[config.mk]
export PLATFORM = sky130hd
export DESIGN_NAME = register_file
export DESIGN_NICKNAME = d
export VERILOG_FILES = /design/src/verilog/cpu_pkg.sv /design/src/verilog/register_file.sv
export SDC_FILE = /design/constraint.sdc
export NUM_CORES = 1
export LEC_CHECK = 0
export CAP_MARGIN = 20
export CORE_AREA = 2 2 177 179
export DETAILED_ROUTE_END_ITERATION = 6
export DIE_AREA = 0 0 179 181
export DONT_BUFFER_PORTS = 1
export GPL_TIMING_DRIVEN = 0
export PLACE_DENSITY = 0.67
export SLEW_MARGIN = 40
export SYNTH_ARGS = -nofsm -noshare
export SYNTH_HDL_FRONTEND = slang
export SYNTH_SLANG_ARGS = --single-unit
export TNS_END_PERCENT = 30
[constraint.sdc]
create_clock -name clock -period 3.4 [get_ports clock]
set_input_delay 0.68 -clock clock [delete_from_list [all_inputs] [get_ports clock]]
set_output_delay 0.68 -clock clock [all_outputs]
set_load 0.01 [all_outputs]
[src/verilog/cpu_pkg.sv]
package cpu_pkg;

	typedef logic [15:0] word_t;        // Registers, stack data, output
	typedef logic [31:0] instr_t;       // {opcode, a, b, c}
	typedef logic [7:0] field_t;
	typedef logic [3:0] reg_index_t;
	typedef logic [7:0] imem_addr_t;
	typedef logic [15:0] stack_addr_t;  // Same width as the stack pointer

	localparam int NUM_REGS = 16;
	localparam int IMEM_DEPTH = 256;
	localparam int STACK_DEPTH = 2048;

	// Highest legal stack address
	localparam stack_addr_t STACK_LIMIT = 16'd2047;

	// Values not listed here are unknown opcodes
	typedef enum logic [7:0] {
		OP_EOF = 8'd0,
		OP_LOAD = 8'd1,     // R[c] = stack[sp - {a,b}]
		OP_STORE = 8'd2,    // stack[sp - {b,c}] = R[a]
		OP_LITERAL = 8'd3,  // R[c] = {a,b}
		OP_OUTPUT = 8'd5,
		OP_ADD = 8'd6,
		OP_SUB = 8'd7,
		OP_MUL = 8'd8,
		OP_BRANCH = 8'd11,  // Skip next if R[a] is zero
		OP_JUMP = 8'd12,
		OP_STACK = 8'd13,
		OP_INC = 8'd23,
		OP_DEC = 8'd24,
		OP_MOV = 8'd25,     // R[b] = R[a]
		OP_NOT = 8'd26,
		OP_OR = 8'd27,
		OP_AND = 8'd28,
		OP_EQ = 8'd29,
		OP_LT = 8'd30,
		OP_GT = 8'd31
	} opcode_t;

endpackage

[src/verilog/register_file.sv]
module register_file (
	input logic clock,
	input cpu_pkg::instr_t instruction,
	input logic write_enable,
	input cpu_pkg::reg_index_t write_index,
	input cpu_pkg::word_t write_data,
	output cpu_pkg::word_t read_a,
	output cpu_pkg::word_t read_b,
	output cpu_pkg::word_t read_c
);

	cpu_pkg::word_t registers [cpu_pkg::NUM_REGS];
	cpu_pkg::reg_index_t index_a;
	cpu_pkg::reg_index_t index_b;
	cpu_pkg::reg_index_t index_c;

	// Low nibble of each operand field
	assign index_a = instruction[19:16];
	assign index_b = instruction[11:8];
	assign index_c = instruction[3:0];

	always_ff @(posedge clock) begin
		if (write_enable) begin
			registers[write_index] <= write_data;
		end
	end

	assign read_a = registers[index_a];
	assign read_b = registers[index_b];
	assign read_c = registers[index_c];

endmodule

# Word-level counts from Yosys, hierarchy flattened
# Memories as Yosys holds them, arrays and structs flattened.
# Cells that the tools add are included.
# totals
regBits	0
latchBits	0
mem_bits_rw	256
rom_bits	0
in_bits	54
out_inout_bits	48
wordCells	3
memories	1
# memory_table
name	depth	word_bits	read_ports	rd_ports_with_merged_regs	wr	line_no	source
registers	16	16	3	0	1	register_file.sv:12	cpu_pkg::word_t registers [cpu_pkg::NUM_REGS];
# classes
addsub	0
mul	0
div	0
n_lt_le_gt_ge	0
n_eq_ne	0
shift	0
mux	2
bitwise	0
n_reduce_logical	0
# ops
op	count
$mux 1	2

# Longest topological paths before layout
# logic_depth
depth_word	2
mapped_depth	5

# Least setup slack after synthesis
# OpenSTA, ideal clock, no wires.
# synth_timing
kind	input -> register
from	input port write_index[2]
to	memory registers[0][0] in the netlist's numbering, enable pin
setup_time_ns	0.409
t_arrival_ns	2.326
path_slack_ns	0.665
stages	2
path_buffers	0
path_cell_list	or3b_2 -> nor3_1
# synth_lines
element	line_no	source
from (decl)	register_file.sv:5	input cpu_pkg::reg_index_t write_index,
to (decl)	register_file.sv:12	
# Straight into the memory's write port.

# Final worst setup path
# layout_timing
from	input port instruction[10]
to	output port read_b[10]
# layout_via
elab_chain_len	1
# layout_lines
element	line_no	source
from (decl)	register_file.sv:3	input cpu_pkg::instr_t instruction,
$mem_v2 16x16	-	
to (decl)	register_file.sv:8	output cpu_pkg::word_t read_b,
# Every way passes these cells.

==> impl_metrics.json <==
{
  "syn-instance-count": 690,
  "status": "complete, no violations",
  "grt_overflow": 0,
  "core_area_sq_um": 30350,
  "finalSetupViolCount": 0,
  "grt_pass1_vias": 8857,
  "first_pass_iters": 6,
  "synth_cell_types": 18,
  "grt_usage": 0.2563,
  "clk_pin_slew_ps": 60,
  "vias": 8415,
  "num_rows": 64,
  "period_share": 0.9913,
  "fmax_ghz": 0.2967,
  "synthDominantCellAreaShare": 0.5657,
  "synth_ff_type": "edfxtp_1",
  "numCtsBuffers": 28,
  "die_w_um": 179,
  "synth_edf_count": 256,
  "arrival_ps": 2690,
  "cts_setup_buffers": 0,
  "multiInputGateArea_sq_um": 5644,
  "syn_nets": 744,
  "io_pins": 102,
  "clkSinkCount": 256,
  "avgViaCountPerCell": 7.236,
  "cp-end-kind": "primary output",
  "nFillCells": 2369,
  "drt_iter0_drc": 1231,
  "yosysTopAreaCell": "edfxtp_1",
  "syn-mean-instance-area_sq_um": 19.69,
  "hold_class": "in2reg",
  "cp.required_ps": 2720,
  "path_delay_family": "simple AND/OR/NAND/NOR gates",
  "post_dp_cell_area_sq_um": 14450,
  "rsz0062_at_grt": "no",
  "antenna_left": 0,
  "cts-resized-gates": 0,
  "hold_viol": 0,
  "vdd_ir_drop_max_uv": 419.6,
  "wirelength_um": 40900,
  "initial_core_util": 0.4477,
  "fin_nets": 799,
  "power_mw": 7.297,
  "synth_common_cells": "256 x edfxtp_1, 157 x mux4_2, 96 x a22oi_1",
  "root_buffer": "clkbuf_16",
  "leakage_nw": 4.914,
  "cp_cell_sequence": "nor2_1 > clkbuf_1 > a22oi_1 > nand2_1",
  "slowest_stage": "clkbuf_1",
  "die_y_um": 181,
  "drc_errors": 0,
  "synth_area_leaders": "edfxtp_1 57%, mux4_2 26%, mux4_1 6.8%, a22oi_1 5.3%, nand2_1 1.4%",
  "clockBufferDepth": 3,
  "grt_max_degree": 17,
  "largest-register": "registers",
  "hold_path_startpoint": "write_data[10]",
  "relSlewSlack": 0.3597,
  "worst_pin_slew_ps": 960.4,
  "synth_top_family_by_area": "multiplexers",
  "yosysMostFrequentCell": "edfxtp_1",
  "hpwl_um": 28770,
  "layout_min_cycle_time_ps": 3370,
  "start_kind": "input pin",
  "muxShareOfSynthArea": 0.3279,
  "cpPeakStageDelay_ps": 790,
  "wl_per_cell_um": 35.17,
  "path_buf_inv": 1,
  "async_flop_share": 0,
  "cts_tree": "done",
  "drv_slew": 0,
  "antenna_cells": 0,
  "antenna_found_initial": 0,
  "largest_register_ff_count": 256,
  "cap_violations": 0,
  "synthesis.area_sq_um": 13590,
  "yosysSeqAreaShare": 0.5657,
  "largestRegisters": "registers (256)",
  "holdPathStages": 0,
  "final_area_sq_um": 15340,
  "p_per_area_nw_per_um2": 475.7,
  "worstSetupPathType": "in2out",
  "synth-simple-area-share": 0.02634,
  "synth_compound_gate_area_share": 0.05304,
  "portBuffers": 0,
  "synth_fa_ha_area_frac": 0,
  "ys_warn_count": 0,
  "cts_max_level": 1,
  "dieArea_sq_um": 32400,
  "place_congestion": 0.8599,
  "syn2layout_area_growth_pct": 12.89,
  "yosys_register_bits": 256,
  "postCtsHoldBufs": 0,
  "grt_pass1_wl_um": 59040,
  "drive_gt1_frac": 0.3559,
  "crit_fanout": 10,
  "seqCellArea_sq_um": 7687,
  "synth-xor-area-share": 0,
  "min_to": "registers[4][10]$_DFFE_PP_"
}
-- cell usage in the layout, fill, tap and decap left out, types with 8 or more instances in the layout --
master and n:
nand2_1 49, buf_6 12, mux4_1 35, buf_4 15
clkbuf_16 28, a22oi_1 96, buf_8 12, clkbuf_1 27
clkbuf_2 8, buf_2 14, nor2_4 12, edfxtp_1 256
mux4_2 157
-- kinds of logic (layout without fill, tap and decap cells) --
logic type      Yosys count  in the layout
mux                     192            192
flops                   256            256
compound gates           96             96
buf+inv                  63            140
simple gates             83             83
-- layout make-up --
type,instances,area share
multi-input cells,371,0.3679
plain buffers,63,0.02471
clock buffers,35,0.04739
flip-flops and latches,256,0.5011
well taps,396,0.03230
repair buffers,25,0.01697
clock inverters,17,0.009543
-- worst max path at each step --
| stage | cells past startpoint | start | slack, ps | to |
|---|---|---|---|---|
| CTS | 5 | instruction[9] | 120 | read_b[10] |
| detailed placement | 5 | instruction[9] | 150 | read_b[10] |
| finish | 4 | instruction[10] | 30 | read_b[10] |
| global route | 4 | instruction[10] | 50 | read_b[10] |
| floorplan | 2 | write_index[2] | 660 | registers[0][0]$_DFFE_PP_ |
| global placement | 2 | write_index[2] | -590 | registers[0][1]$_DFFE_PP_ |
-- stage by stage --
stage / setup TNS, ps / cells / hold slack (ps) / setup slack [ps] / utilization
final: 0 / 1163 / 207.1 / 29.69 / 0.5054
after global routing: 0 / 1163 / 192.5 / 47.31 / 0.5054
after CTS: 0 / 1162 / 192.9 / 123.2 / 0.5049
after detailed placement: 0 / 1110 / 779.5 / 151.9 / 0.4761
after global placement: -25210 / 1086 / 779.6 / -585.0 / 0.4641
after floorplan: 0 / 690 / 778.9 / 664.9 / -
-- layer usage --
metal / routed length (um) / GRT usage
met1: 15150 / 0.3497
met2: 19580 / 0.4005
met3: 4625 / 0.06271
met4: 1538 / 0.09724
met5: 0 / 0
-- power by group --
part / leakage (nW) / internal (mW) / total, mW / switching, mW
clock network: 0.420 / 1.67 / 2.91 / 1.24
logic: 2.18 / 0.345 / 0.804 / 0.460
registers: 2.31 / 3.54 / 3.58 / 0.0390
Power figures use the tool's default switching activity.
