--- config.mk ---
export PLATFORM = sky130hd
export DESIGN_NAME = alu
export DESIGN_NICKNAME = d
export VERILOG_FILES = /design/src/verilog/cpu_pkg.sv /design/src/verilog/alu.sv
export SDC_FILE = /design/constraint.sdc
export NUM_CORES = 1
export LEC_CHECK = 0
export BUFFER_PORTS_ARGS = -buffer_cell sky130_fd_sc_hd__buf_4
export CAP_MARGIN = 25
export CORE_MARGIN = 2
export CORE_UTILIZATION = 40
export DETAILED_ROUTE_END_ITERATION = 8
export SLEW_MARGIN = 20
export SYNTH_ARGS = -nofsm -noshare
export SYNTH_HDL_FRONTEND = slang
export SYNTH_SLANG_ARGS = --single-unit
--- constraint.sdc ---
create_clock -name vclk -period 8.1
set_input_delay 1.62 -clock vclk [all_inputs]
set_output_delay 1.62 -clock vclk [all_outputs]
set_load 0.03 [all_outputs]
--- src/verilog/cpu_pkg.sv ---
package cpu_pkg;

	typedef logic [15:0] word_t;        // Registers, stack data, output
	typedef logic [31:0] instr_t;       // {opcode, a, b, c}
	typedef logic [7:0] field_t;
	typedef logic [3:0] reg_index_t;
	typedef logic [7:0] imem_addr_t;
	typedef logic [15:0] stack_addr_t;  // Same width as the stack pointer

	localparam int NUM_REGS = 16;
	localparam int IMEM_DEPTH = 256;
	localparam int STACK_DEPTH = 2048;

	// Highest legal stack address
	localparam stack_addr_t STACK_LIMIT = 16'd2047;

	// Values not listed here are unknown opcodes
	typedef enum logic [7:0] {
		OP_EOF = 8'd0,
		OP_LOAD = 8'd1,     // R[c] = stack[sp - {a,b}]
		OP_STORE = 8'd2,    // stack[sp - {b,c}] = R[a]
		OP_LITERAL = 8'd3,  // R[c] = {a,b}
		OP_OUTPUT = 8'd5,
		OP_ADD = 8'd6,
		OP_SUB = 8'd7,
		OP_MUL = 8'd8,
		OP_BRANCH = 8'd11,  // Skip next if R[a] is zero
		OP_JUMP = 8'd12,
		OP_STACK = 8'd13,
		OP_INC = 8'd23,
		OP_DEC = 8'd24,
		OP_MOV = 8'd25,     // R[b] = R[a]
		OP_NOT = 8'd26,
		OP_OR = 8'd27,
		OP_AND = 8'd28,
		OP_EQ = 8'd29,
		OP_LT = 8'd30,
		OP_GT = 8'd31
	} opcode_t;

endpackage

--- src/verilog/alu.sv ---
module alu (
	input cpu_pkg::instr_t instruction,
	input cpu_pkg::word_t operand_a,
	input cpu_pkg::word_t operand_b,
	output cpu_pkg::word_t result
);

	cpu_pkg::opcode_t opcode;
	cpu_pkg::field_t field_a;
	cpu_pkg::field_t field_b;

	assign opcode = cpu_pkg::opcode_t'(instruction[31:24]);
	assign field_a = instruction[23:16];
	assign field_b = instruction[15:8];

	always_comb begin
		result = '0;
		case (opcode)
			cpu_pkg::OP_LITERAL: result = {field_a, field_b};
			cpu_pkg::OP_ADD: result = operand_a + operand_b;
			cpu_pkg::OP_SUB: result = operand_a - operand_b;
			cpu_pkg::OP_MUL: result = $signed(operand_a) * $signed(operand_b);  // Low half only
			cpu_pkg::OP_INC: result = operand_a + 16'd1;
			cpu_pkg::OP_DEC: result = operand_a - 16'd1;
			cpu_pkg::OP_MOV: result = operand_a;
			cpu_pkg::OP_NOT: result = cpu_pkg::word_t'(operand_a == '0);
			// Logical, not bitwise
			cpu_pkg::OP_OR: begin
				result = cpu_pkg::word_t'((operand_a != '0) || (operand_b != '0));
			end
			cpu_pkg::OP_AND: begin
				result = cpu_pkg::word_t'((operand_a != '0) && (operand_b != '0));
			end
			cpu_pkg::OP_EQ: result = cpu_pkg::word_t'(operand_a == operand_b);
			cpu_pkg::OP_LT: begin
				result = cpu_pkg::word_t'($signed(operand_a) < $signed(operand_b));
			end
			cpu_pkg::OP_GT: begin
				result = cpu_pkg::word_t'($signed(operand_a) > $signed(operand_b));
			end
			default: result = '0;
		endcase
	end

endmodule

# --- Word-level counts from Yosys, hierarchy flattened ---
# Cells that the tools add are included.
word_totals:
  word_cells: 27
  reg_bits: 0
  n_memories: 0
  ramBits: 0
  out_inout_bits: 16
  latchBits: 0
  input_bits: 64
  mem_bits_ro: 0
classes:
  muxes: 1
  add_sub_neg: 4
  n_eq_ne: 14
  magnitude_cmp: 2
  mul: 1
  reduce_logical: 5
  div_mod_pow: 0
  bitwise_logic: 0
  shifts: 0
op_table:
  columns: ["op", "count"]
  rows:
  - ["one-hot mux 16 bit (13 select lines)", 1]
  - ["== test 8 x 5 -> 1 bit (second input constant)", 9]
  - ["nonzero test 16 bit", 2]
  - ["adder 16 x 1 -> 16 bit (second input constant)", 1]
  - ["adder 16 bit", 1]
  - ["== test 16 bit", 1]
  - ["== test 8 x 3 -> 1 bit (second input constant)", 2]
  - ["greater-than comparator 16 bit", 1]
  - ["zero test 16 bit", 1]
  - ["< comparator 16 bit", 1]
  - ["multiplier 16 x 16 -> 16 bit", 1]
  - ["subtractor 16 x 1 -> 16 bit (second input constant)", 1]
  - ["subtractor 16 bit", 1]
  - ["== test 8 x 2 -> 1 bit (second input constant)", 1]
  - ["== test 8 x 4 -> 1 bit (second input constant)", 1]
  - ["logical AND 1 bit", 1]
  - ["logical OR 1 bit", 1]

# --- Depth between registers and ports, before layout ---
logic_depth:
  depth_word: 3
  mapped_depth: 24
  depth_no_buf: 23

# --- Worst setup path before layout ---
# OpenSTA, ideal clock, no wires.
synth_path:
  path_kind: "input-to-output"
  from: "input port operand_b[1]"
  to: "output port result[12]"
  setup_slack_ns: -0.177
  required_time_ns: 6.480
  cell_stages: 18
  t_arrival_ns: 6.657
  n_path_buf: 1
  path_cell_list: "clkbuf_1 nand2_1 fa_1 fa_1 fa_1 fa_1 inv_1 fa_1 inv_1 fa_1 inv_1 ha_1 and3_1 a21oi_1 o211ai_1 xor2_1 a222oi_1 o221ai_1"
synth_between:
  elab_chain_cells: 2
  elab_cells_between_ends: 4
  classes_between: "2 x add/sub; 1 x mul; 1 x mux"
synth_lines:
  columns: ["element", "line", "rtl"]
  rows:
  - ["start: declaration", "alu.sv:4", "input cpu_pkg::word_t operand_b,"]
  - ["multiplier 16 x 16 -> 16 bit (tied with other cells)", "alu.sv:22", "cpu_pkg::OP_MUL: result = $signed(operand_a) * $signed(operand_b);"]
  - ["one-hot mux 16 bit (13 select lines) *", "alu.sv:18", "case (opcode)"]
  - ["end: declaration", "alu.sv:5", "output cpu_pkg::word_t result"]
# Mark *: on every way between the ends. The rest lies on a longest branch, timed or not.

# --- Worst setup path in the final report ---
layout_path:
  from: "input port operand_a[7]"
  to: "output port result[12]"
layout_between:
  elab_chain_cells: 2
  elab_cells_between_ends: 6
  classes_between: "4 x add/sub; 1 x mul; 1 x mux"
layout_lines:
  columns: ["element", "line", "rtl"]
  rows:
  - ["start: declaration", "alu.sv:3", "input cpu_pkg::word_t operand_a,"]
  - ["multiplier 16 x 16 -> 16 bit (tied with other cells)", "alu.sv:22", null]
  - ["one-hot mux 16 bit (13 select lines) *", "alu.sv:18", null]
# Marked as above.

==> impl_metrics.csv <==
group,metric,value,unit
die,ioPinCount,80,
finish,final_nets,1223,
yosys,ys_top_cells_by_count,"inv_1 (153), ha_1 (101), nand2_1 (98)",
sta,fin_crit_sh,1.01,
die,fp.dieH,132,um
yosys,ys_warn_count,0,
global_routing,grt_pass1_vias,6543,
setup_path,cp_slowest_stage_delay,550,ps
yosys,synth-seq-area-share,0,
finish,flops_and_latches,0,
detailed_routing,routed-via-count,6332,
detailed_routing,wl_per_cell,18.3,um
sta,rsz0062_at_grt,"true",
sta,slew_headroom,0.392,
setup_path,crit_path_start_kind,"input pin",
global_routing,grt_usage,0.249,
die,rows,46,
yosys,yosys.area.top_type,"fa_1",
detailed_routing,dr.pass1.iters,5,
outcome,violations,"negative setup slack",
finish,utilization,0.523,
yosys,ys_types,59,
global_routing,grt_max_degree,19,
setup_path,criticalPathCategory,"input pin to output pin",
sta,worst_slew_pin_slew,909,ps
yosys,syn_nets,1101,
setup_path,cpMostUsedCell,"fa_1",
finish,regArea,0,um^2
sta,final.min_clock_period,8170,ps
detailed_routing,wl,21.8,mm
yosys,synth_area,0.00660,mm^2
clocking,cts_hold_buf,0,
yosys,syn_inst,855,
placement,io_buffers,72,
yosys,yosysMostFrequentCell,"inv_1",
sta,fin_ws,-71.2,ps
setup_path,crit_chain,"buf_12 -> and2_4 -> fa_1 -> inv_2 -> fa_1 -> fa_1 -> fa_1 -> inv_1 -> fa_1 -> inv_1 -> fa_1 -> inv_2 -> ha_4 -> and3_4 -> a21oi_4 -> o211ai_1 -> xor2_2 -> a222oi_1 -> o221ai_2 -> buf_6",
global_routing,antenna_found_initial,0,
die,die_w,132,um
die,initial_core_util,0.413,
setup_path,crit_path_end_kind,"output pin",
detailed_routing,ant_nets,0,
yosys,avgSynthCellArea,7.72,um^2
power_and_ir_drop,ir_drop,0.250,mV
sta,fmax,122,MHz
placement,place_congestion,0.983,
die,die-area,0.0175,mm^2
placement,hpwl,18.3,mm
setup_path,required,6480,ps
sta,setup_viol,4,
outcome,outcome,"complete, but fails checks",
finish,antenna-diode-count,0,
setup_path,cp_data_arrival_time,6550,ps
finish,nClkBuffers,0,
yosys,yosys.area.top_type_share,0.246,
power_and_ir_drop,p_leak,4.02,nW
detailed_routing,drc,0,
detailed_routing,vias_per_cell,5.32,
power_and_ir_drop,power_density,302,mW/mm^2
job,drv_cap,0,
detailed_routing,drt_iter0_markers,445,
sta,fin_tns_setup,-183,ps
die,coreArea,0.0160,mm^2
sta,finalHoldViolCount,0,
finish,drive_gt1_frac,0.243,
sta,finalMaxSlewViolations,0,
hold_path,hold_path_class,"input pin to output pin",
global_routing,overflow,0,
setup_path,critPathSlowestCell,"fa_1",
yosys,synthTopCellsByArea,"fa_1 (25%), ha_1 (19%), inv_1 (8.7%), xnor2_1 (7.0%), nand2_1 (5.6%)",
global_routing,grt_pass1_wl,34.8,mm
setup_path,crit_fanout,6,
finish,area_growth,26.7,%
[through the flow]
step                total power, W  hold slack (ps)  worst slack (ps)  cells  instance area (um^2)
detailed placement         0.00212             3620              -273   1188                  7920
CTS                        0.00236             3600              -116   1188                  8200
global placement           0.00212             3620              -253   1188                  7920
finish                     0.00252             3600             -71.2   1191                  8360
global route               0.00278             3620              -259   1191                  8360
floorplan                  0.00123             3450              15.5    855                  6620
[placed cells by master, fill, tap and decap left out, types with 8 or more instances in the layout]
master    netlist  routed
o21ai_0        23      18
and2_1         41      34
buf_4           0     127
ha_1          101      84
ha_4            0      12
a21oi_1        32      27
xnor2_1        53      51
xor2_1         21      19
nor2_1         47      44
o211ai_1        9       9
nand4_1         9       9
a222oi_1        8       8
o21a_1         12      12
nand2b_1        8       8
fa_1           81      76
inv_2           1      16
nand2_1        98      95
nor3_1         16      13
buf_6           0      18
a21o_1          8       8
inv_1         153     137
[routing by layer]
| layer | vias up | track usage | share of wire |
|---|---|---|---|
| li1 | 3065 | - | - |
| met1 | 3037 | 0.352 | 0.47 |
| met2 | 202 | 0.406 | 0.45 |
| met3 | 28 | 0.0326 | 0.061 |
| met4 | 0 | 0.0532 | 0.020 |
| met5 | - | 0 | 0 |
[layout make-up]
class | instances | area, um^2
Timing Repair Buffer | 152 | 1280
Inverter | 154 | 581
Tap cell | 216 | 270
Multi-Input combinational cell | 669 | 6230
Fill cell | 1651 | 7640
[logic make-up after synthesis]
kind of cell / share of synthesized area
multiplexers: 0.00171
AO/OA/AOI/OAI: 0.159
AND/OR/NAND/NOR: 0.197
adder cells (fa/ha/maj): 0.437
buffers and inverters: 0.107
XOR/XNOR: 0.0982
[power breakdown]
part | switching, W | leakage [nW] | internal, W
Clock | 0 | 0 | 0
Combinational | 0.00134 | 4.02 | 0.00118
Sequential | 0 | 0 | 0
Total | 0.00134 | 4.02 | 0.00118
[worst max-delay path, delay by kind of cell]
kind,cells,cell delay (ps)
adders and majority gates,7,3160
AOI/OAI and AO/OA,4,760
buffers and inverters,6,460
and+or+nand+nor,2,310
xor gates and xnor gates,1,220
[timing repair]
item / in CTS / in global routing
setup endpoints to repair: 7 / 8
pin swaps: 35 / 30
buffers inserted: 3 / 3
gates resized for setup: 71 / 36
[worst paths after layout]
kind / endpoint / cells past startpoint / startpoint
min: result[12] / 4 / instruction[20]
max: result[12] / 20 / operand_a[7]
Note: power is estimated with default switching activity, not from simulation.
