===== config.mk =====
export PLATFORM = sky130hd
export DESIGN_NAME = cpu_control
export DESIGN_NICKNAME = d
export VERILOG_FILES = /design/src/verilog/cpu_pkg.sv /design/src/verilog/cpu_control.sv
export SDC_FILE = /design/constraint.sdc
export NUM_CORES = 1
export LEC_CHECK = 0
export CELL_PAD_IN_SITES_DETAIL_PLACEMENT = 1
export CELL_PAD_IN_SITES_GLOBAL_PLACEMENT = 2
export CORE_ASPECT_RATIO = 0.6
export CORE_MARGIN = 1.5
export CORE_UTILIZATION = 34
export CTS_CLUSTER_SIZE = 10
export DETAILED_ROUTE_END_ITERATION = 10
export DONT_BUFFER_PORTS = 1
export HOLD_SLACK_MARGIN = 0.05
export PLACE_DENSITY = 0.84
export SYNTH_ARGS = -nofsm -noshare
export SYNTH_HDL_FRONTEND = slang
export SYNTH_SLANG_ARGS = --single-unit

===== constraint.sdc =====
create_clock -name clock -period 4.9 [get_ports clock]
set_clock_uncertainty 0.15 [all_clocks]
set_input_delay 0.245 -clock clock [delete_from_list [all_inputs] [get_ports clock]]
set_output_delay 0.245 -clock clock [all_outputs]
set_load 0.02 [all_outputs]

===== src/verilog/cpu_pkg.sv =====
package cpu_pkg;

	typedef logic [15:0] word_t;        // Registers, stack data, output
	typedef logic [31:0] instr_t;       // {opcode, a, b, c}
	typedef logic [7:0] field_t;
	typedef logic [3:0] reg_index_t;
	typedef logic [7:0] imem_addr_t;
	typedef logic [15:0] stack_addr_t;  // Same width as the stack pointer

	localparam int NUM_REGS = 16;
	localparam int IMEM_DEPTH = 256;
	localparam int STACK_DEPTH = 2048;

	// Highest legal stack address
	localparam stack_addr_t STACK_LIMIT = 16'd2047;

	// Values not listed here are unknown opcodes
	typedef enum logic [7:0] {
		OP_EOF = 8'd0,
		OP_LOAD = 8'd1,     // R[c] = stack[sp - {a,b}]
		OP_STORE = 8'd2,    // stack[sp - {b,c}] = R[a]
		OP_LITERAL = 8'd3,  // R[c] = {a,b}
		OP_OUTPUT = 8'd5,
		OP_ADD = 8'd6,
		OP_SUB = 8'd7,
		OP_MUL = 8'd8,
		OP_BRANCH = 8'd11,  // Skip next if R[a] is zero
		OP_JUMP = 8'd12,
		OP_STACK = 8'd13,
		OP_INC = 8'd23,
		OP_DEC = 8'd24,
		OP_MOV = 8'd25,     // R[b] = R[a]
		OP_NOT = 8'd26,
		OP_OR = 8'd27,
		OP_AND = 8'd28,
		OP_EQ = 8'd29,
		OP_LT = 8'd30,
		OP_GT = 8'd31
	} opcode_t;

endpackage


===== src/verilog/cpu_control.sv =====
module cpu_control (
	input logic clock,
	input logic reset_n,
	input logic start,
	input cpu_pkg::instr_t instruction,
	input cpu_pkg::word_t read_a,
	input cpu_pkg::word_t read_b,
	input cpu_pkg::word_t alu_result,
	input cpu_pkg::word_t stack_read_data,
	input logic stack_fault,
	output cpu_pkg::imem_addr_t fetch_address,
	output logic write_enable,
	output cpu_pkg::reg_index_t write_index,
	output cpu_pkg::word_t write_data,
	output cpu_pkg::stack_addr_t stack_address,
	output logic stack_read,
	output logic stack_write,
	output cpu_pkg::word_t stack_write_data,
	output logic out_valid,
	output cpu_pkg::word_t out_value,
	output logic running,
	output logic done,
	output logic unknown_opcode,
	output logic stack_fault_flag
);

	typedef enum logic [2:0] {
		ST_IDLE,
		ST_FETCH,
		ST_WAIT,
		ST_EXECUTE,
		ST_LOAD_WAIT,
		ST_HALTED
	} state_t;

	state_t state;
	cpu_pkg::imem_addr_t pc;
	cpu_pkg::stack_addr_t sp;
	cpu_pkg::opcode_t opcode;
	cpu_pkg::field_t field_a;
	cpu_pkg::field_t field_b;
	cpu_pkg::field_t field_c;
	logic exec_write;
	logic error;

	assign opcode = cpu_pkg::opcode_t'(instruction[31:24]);
	assign field_a = instruction[23:16];
	assign field_b = instruction[15:8];
	assign field_c = instruction[7:0];

	assign error = unknown_opcode || stack_fault_flag;
	assign running = (state != ST_IDLE) && (state != ST_HALTED);
	assign fetch_address = pc;

	// Destination register per opcode
	always_comb begin
		exec_write = 1'b0;
		write_index = field_c[3:0];
		case (opcode)
			cpu_pkg::OP_LITERAL, cpu_pkg::OP_ADD, cpu_pkg::OP_SUB, cpu_pkg::OP_MUL,
			cpu_pkg::OP_OR, cpu_pkg::OP_AND, cpu_pkg::OP_EQ, cpu_pkg::OP_LT,
			cpu_pkg::OP_GT: begin
				exec_write = 1'b1;
			end
			cpu_pkg::OP_INC, cpu_pkg::OP_DEC: begin
				exec_write = 1'b1;
				write_index = field_a[3:0];
			end
			cpu_pkg::OP_MOV, cpu_pkg::OP_NOT: begin
				exec_write = 1'b1;
				write_index = field_b[3:0];
			end
			default: exec_write = 1'b0;
		endcase
	end

	// LOAD result lands one cycle after the read strobe
	assign write_enable = ((state == ST_EXECUTE) && exec_write) || (state == ST_LOAD_WAIT);
	assign write_data = (state == ST_LOAD_WAIT) ? stack_read_data : alu_result;

	// STORE offset is {b,c}, LOAD offset is {a,b}
	assign stack_address = (opcode == cpu_pkg::OP_STORE) ? sp - {field_b, field_c}
		: sp - {field_a, field_b};
	assign stack_read = (state == ST_EXECUTE) && (opcode == cpu_pkg::OP_LOAD);
	assign stack_write = (state == ST_EXECUTE) && (opcode == cpu_pkg::OP_STORE);
	assign stack_write_data = read_a;

	always_ff @(posedge clock) begin
		if (!reset_n) begin
			state <= ST_IDLE;
			pc <= '0;
			sp <= '0;
			out_valid <= 1'b0;
			out_value <= '0;
			done <= 1'b0;
			unknown_opcode <= 1'b0;
			stack_fault_flag <= 1'b0;
		end else begin
			out_valid <= 1'b0;
			case (state)
				ST_IDLE: begin
					if (start && !error) begin
						pc <= '0;
						state <= ST_FETCH;
					end
				end
				ST_FETCH: state <= ST_WAIT;
				ST_WAIT: state <= ST_EXECUTE;  // Instruction valid from here
				ST_EXECUTE: begin
					pc <= pc + 8'd1;
					state <= ST_FETCH;
					case (opcode)
						cpu_pkg::OP_EOF: begin
							done <= 1'b1;
							state <= ST_HALTED;
						end
						cpu_pkg::OP_OUTPUT: begin
							out_valid <= 1'b1;
							out_value <= read_a;
						end
						cpu_pkg::OP_BRANCH: begin
							if (read_a == '0) begin
								pc <= pc + 8'd2;
							end
						end
						cpu_pkg::OP_JUMP: begin
							if (field_a == '0) begin
								pc <= cpu_pkg::imem_addr_t'({field_b, field_c});
							end else begin
								pc <= cpu_pkg::imem_addr_t'(read_b);
							end
						end
						cpu_pkg::OP_STACK: sp <= sp + {field_a, field_b};
						cpu_pkg::OP_STORE: begin
							if (stack_fault) begin
								stack_fault_flag <= 1'b1;
								state <= ST_HALTED;
							end
						end
						cpu_pkg::OP_LOAD: begin
							pc <= pc;  // Advanced after the read returns
							if (stack_fault) begin
								stack_fault_flag <= 1'b1;
								state <= ST_HALTED;
							end else begin
								state <= ST_LOAD_WAIT;
							end
						end
						default: begin
							if (!exec_write) begin
								unknown_opcode <= 1'b1;
								state <= ST_HALTED;
							end
						end
					endcase
				end
				ST_LOAD_WAIT: begin
					pc <= pc + 8'd1;
					state <= ST_FETCH;
				end
				ST_HALTED: state <= ST_HALTED;  // Left only by reset
				default: state <= ST_IDLE;
			endcase
		end
	end

endmodule


Yosys cells after proc, flatten, opt, wreduce, memory -nomap -nowiden
Cells that the tools add are included.
{"block": "classes", "n_addsub": 5, "mux": 16, "n_eq_ne": 27, "bitwise_logic": 2, "n_reduce_logical": 27}
{"op": "equality test 8 x 5 -> 1 bit (second input constant)", "count": 9}
{"op": "one-hot mux 8 bit (3 select lines)", "count": 2}
{"op": "equality test 8 x 4 -> 1 bit (second input constant)", "count": 4}
{"op": "two-way mux 16 bit", "count": 2}
{"op": "subtractor 16 bit", "count": 2}
{"op": "equality test 8 x 3 -> 1 bit (second input constant)", "count": 3}
{"op": "two-way mux 8 bit", "count": 3}
{"op": "one-hot mux 3 bit (6 select lines)", "count": 1}
{"op": "adder 16 bit", "count": 1}
{"op": "equality test 8 x 2 -> 1 bit (second input constant)", "count": 2}
{"op": "logical NOT 16 bit", "count": 1}
{"op": "logical NOT 8 bit", "count": 2}
{"op": "OR reduction 13 bit", "count": 1}
{"op": "one-hot mux 3 bit (4 select lines)", "count": 1}
{"op": "two-way mux 3 bit", "count": 3}
{"op": "AND reduction 3 bit", "count": 3}
{"op": "adder 8 x 1 -> 8 bit (second input constant)", "count": 1}
{"op": "adder 8 x 2 -> 8 bit (second input constant)", "count": 1}
{"op": "equality test 8 x 1 -> 1 bit (second input constant)", "count": 1}
{"op": "one-hot mux 4 bit (2 select lines)", "count": 1}
{"op": "AND reduction 2 bit", "count": 4}
{"op": "OR reduction 7 bit", "count": 1}
{"op": "equality test 3 x 2 -> 1 bit (second input constant)", "count": 2}
{"op": "equality test 3 bit (second input constant)", "count": 2}
{"op": "12 further kinds", "count": 24}
{"block": "word_totals", "reg_bits": 47, "inputBits": 100}

Longest topological paths before layout
{"block": "depth", "word_depth": 6, "ltp_mapped": 14, "ltp_nobuf": 13}

Least setup slack after synthesis
No wires, ideal clock.
{"block": "synth_path", "path_kind": "input-to-output", "start": "in instruction[28]", "end": "out stack_address[15]", "stages": 13, "t_required_ns": 4.505, "arrival_ns": 3.675, "path_buffers": 2, "path_slack_ns": 0.830, "cell_sequence": "or4_1 -> buf_2 -> nor2_1 -> nand2_1 -> clkbuf_1 -> nor2_1 -> a21oi_1 -> ha_1 -> a21o_1 -> a31oi_1 -> a211oi_1 -> or2_2 -> a311oi_1"}
{"block": "synth_between", "elab_chain_len": 2}
{"element": "start: declaration", "line": "cpu_control.sv:5", "source": "input cpu_pkg::instr_t instruction,"}
{"element": "equality test 8 x 2 -> 1 bit", "line": "cpu_control.sv:82", "source": "assign stack_address = (opcode == cpu_pkg::OP_STORE) ? sp - {field_b, field_c}"}
{"element": "two-way mux 16 bit", "line": "cpu_control.sv:82"}
{"element": "end: declaration", "line": "cpu_control.sv:15", "source": "output cpu_pkg::stack_addr_t stack_address,"}
No other way between the ends.

Worst setup path in the final report
Same ends and word-level chain as after synthesis.

==> flow_metrics.env <==
export IMPL_status="completed"
export IMPL_die_h_um=93.34
export IMPL_route_detailed_drc=0
export IMPL_area_delta_synth_final_pct=9.280
export IMPL_finalInstanceArea_um2=5054
export IMPL_synth_area_leaders="dfxtp_1 (20%), nand2_1 (11%), ha_1 (8.7%)"
export IMPL_post_synth_cell_area_avg_um2=7.060
export IMPL_leakagePower_uw=0.002027
export IMPL_setup_violations=0
export IMPL_grt_pass1_wl_um=26730
export IMPL_period_minus_slack_ns=4.464
export IMPL_grt_antenna_before_repair=1
export IMPL_drt_iter0_drc=400
export IMPL_top_layer="met4"
export IMPL_cts_repair_resized=0
export IMPL_synth_area_um2=4624
export IMPL_ys_ff_latch=47
export IMPL_vdd_drop_max_mv=0.1506
export IMPL_syn_inst=655
export IMPL_clk_pin_slew_ns=0.08
export IMPL_finish_utilization_pct=38.72
export IMPL_ios=184
export IMPL_synth_top_area_share_pct=20.35
export IMPL_hold_viol_final=0
export IMPL_drive_gt1_share_pct=5.564
export IMPL_cts_tree="built"
export IMPL_cts_buffers=5
export IMPL_synth_edf_count=0
export IMPL_gp_congestion=0.8671
export IMPL_required_ns=4.51
export IMPL_arrival_ns=4.07
export IMPL_power_per_cell_area_nw_per_um2=212.2
export IMPL_detail_route_antenna_nets=0
export IMPL_synth_commonest_cells="nand2_1 (137), dfxtp_1 (47), nor2_1 (46)"
export IMPL_finalMaxSlewViolations=0
export IMPL_htreeDepth=2
export IMPL_ys_seq_area_share_pct=20.35
export IMPL_grt_overflow=0
export IMPL_nets=780
export IMPL_dpl_hpwl_um=13310
export IMPL_power_frac_clock_pct=39.4
export IMPL_grt_setup_unrepaired="no"
export IMPL_ys_warn_count=0
export IMPL_dr_pass1_iters=5
export IMPL_cp_start_kind="primary input"
export IMPL_synth_most_common_cell="nand2_1"
export IMPL_intPower_uw=716.8
export IMPL_placed_area_um2=4679
export IMPL_period_share_pct=91.10
export IMPL_die_area_um2=14330
export IMPL_combPwrFrac_pct=21.2
export IMPL_grt_usage_pct=23.66
export IMPL_synth_largest_area_cell="dfxtp_1"
export IMPL_drt_met1_wl_um=8732
export IMPL_wl_met3_um=1153
export IMPL_fmaxAchievable_ghz=0.2240
export IMPL_ys_async_sr_fraction_pct=0
export IMPL_ys_flop_type="dfxtp_1"
export IMPL_cts_root_buf="clkbuf_16"
export IMPL_routedWlPerCell_um=21.43
export IMPL_wl_met2_um=7460
export IMPL_whs_ns=0.06951
export IMPL_grt_pass1_vias=4834
export IMPL_clock_latency_ns=0.30
export IMPL_start_util_pct=35.43
export IMPL_die_x_um=153.6
export IMPL_cap_viol_max_count=0
export IMPL_rows=32
export IMPL_cp_end_kind="output pin"
export IMPL_port_buffer_count=0
export IMPL_seqPwrFrac_pct=39.4
export IMPL_cts_sinks=47
export IMPL_path_max_fanout=6
export IMPL_drt_total_wl_um=17530
export IMPL_hold_path_class="in2reg"
export IMPL_power_switching_uw=355.5
export IMPL_syn_nets=789
export IMPL_via_count=5009
export IMPL_worst_slew_pin_slew_ns=1.205
export IMPL_slew_headroom_pct=19.39
export IMPL_grt_max_degree=34
export IMPL_max_clock_path_buffers=2
export IMPL_switching_share_pct=33.15
export IMPL_setup_tns_ns=0
export IMPL_crit_type="in2out"
export IMPL_core_area_um2=13050
export IMPL_vias_per_cell=6.123
export IMPL_ys_types=65
## placed cells by master (no fill, tap or decap), types with 14 or more instances in the layout
cell             n
nor2_1          46
o21ai_0         31
a31oi_1         14
nand3_1         24
dlygate4sd3_1   20
dfxtp_1         47
ha_1            32
nand2_1        137
mux2i_1         21
inv_1           17
nor3_1          15
a21oi_1         43
## critical path, stage by stage
cell and delay, ns:
or4_1 0.70, nor2_1 0.35, nand2_1 0.26, buf_4 0.24, mux2i_1 0.26, ha_1 0.29
nor2b_1 0.15, o2111ai_1 0.32, a31o_2 0.28, a211oi_1 0.11, or2_2 0.33, a311oi_1 0.33
buf_4 0.21
## cell type report
type	instances	area, µm²
inverter	17	63.81
timing repair buffer	31	282.8
antenna	1	2.502
multi-input combinational	544	3379
sequential	47	940.9
fill	1672	7999
clock inverter	3	46.29
clock buffer	5	125.1
tap	170	212.7
## power by group through the flow
stage	registers [µW]	clock network, µW	logic, µW
after floorplan	414	0	198
after global placement	429	0	200
after detailed placement	430	0	208
after CTS	421	430	226
after global routing	425	444	250
final	422	423	227
## sequential cells by signal (all words and copies together), names as in the netlist
name              flops
out_value            16
sp                   16
fetch_address         8
state                 3
done                  1
out_valid             1
stack_fault_flag      1
unknown_opcode        1
## layer usage
| layer | global-route usage (%) | vias up |
|---|---|---|
| met1 | 35.01 | 2447 |
| met2 | 35.52 | 181 |
| met4 | 4.531 | 0 |
| li1 | - | 2368 |
| met3 | 4.402 | 13 |
| met5 | 0 | - |
## timing repair
action / CTS / global route
endpoints found under the hold margin: 36 / 0
hold buffers: 20 / 0
buffers inserted: 0 / 0
## through the flow
step / worst slack [ns] / instances / power, µW
after floorplan: 0.8303 / 655 / 612.7
after global placement: 0.5373 / 789 / 628.3
after detailed placement: 0.4730 / 789 / 637.8
after CTS: 0.4649 / 817 / 1077
after global routing: 0.2430 / 817 / 1119
final: 0.4361 / 818 / 1072
## worst paths after layout
| check | from | to | slack (ns) | cells after the start |
|---|---|---|---|---|
| worst min-delay path | reset_n | sp[13]$_SDFFE_PN0P_ | 0.07 | 3 |
| worst max register to register | state[1]$_SDFFE_PN0P_ | out_value[1]$_SDFFE_PN0P_ | 1.95 | 6 |
| worst min register to register | sp[0]$_SDFFE_PN0P_ | sp[0]$_SDFFE_PN0P_ | 0.34 | 2 |
| worst max-delay path | instruction[28] | stack_address[15] | 0.44 | 13 |
## cells by family after synthesis
kind of cell	Yosys count	share of synthesized area (%)
and+or+nand+nor	298	30.25
xor gates and xnor gates	10	1.894
adders and majority gates	35	9.740
AOI/OAI and AO/OA	173	24.81
muxes	28	6.250
buffers and inverters	64	6.710
DFF	47	20.35
(Power assumes the default switching activity.)
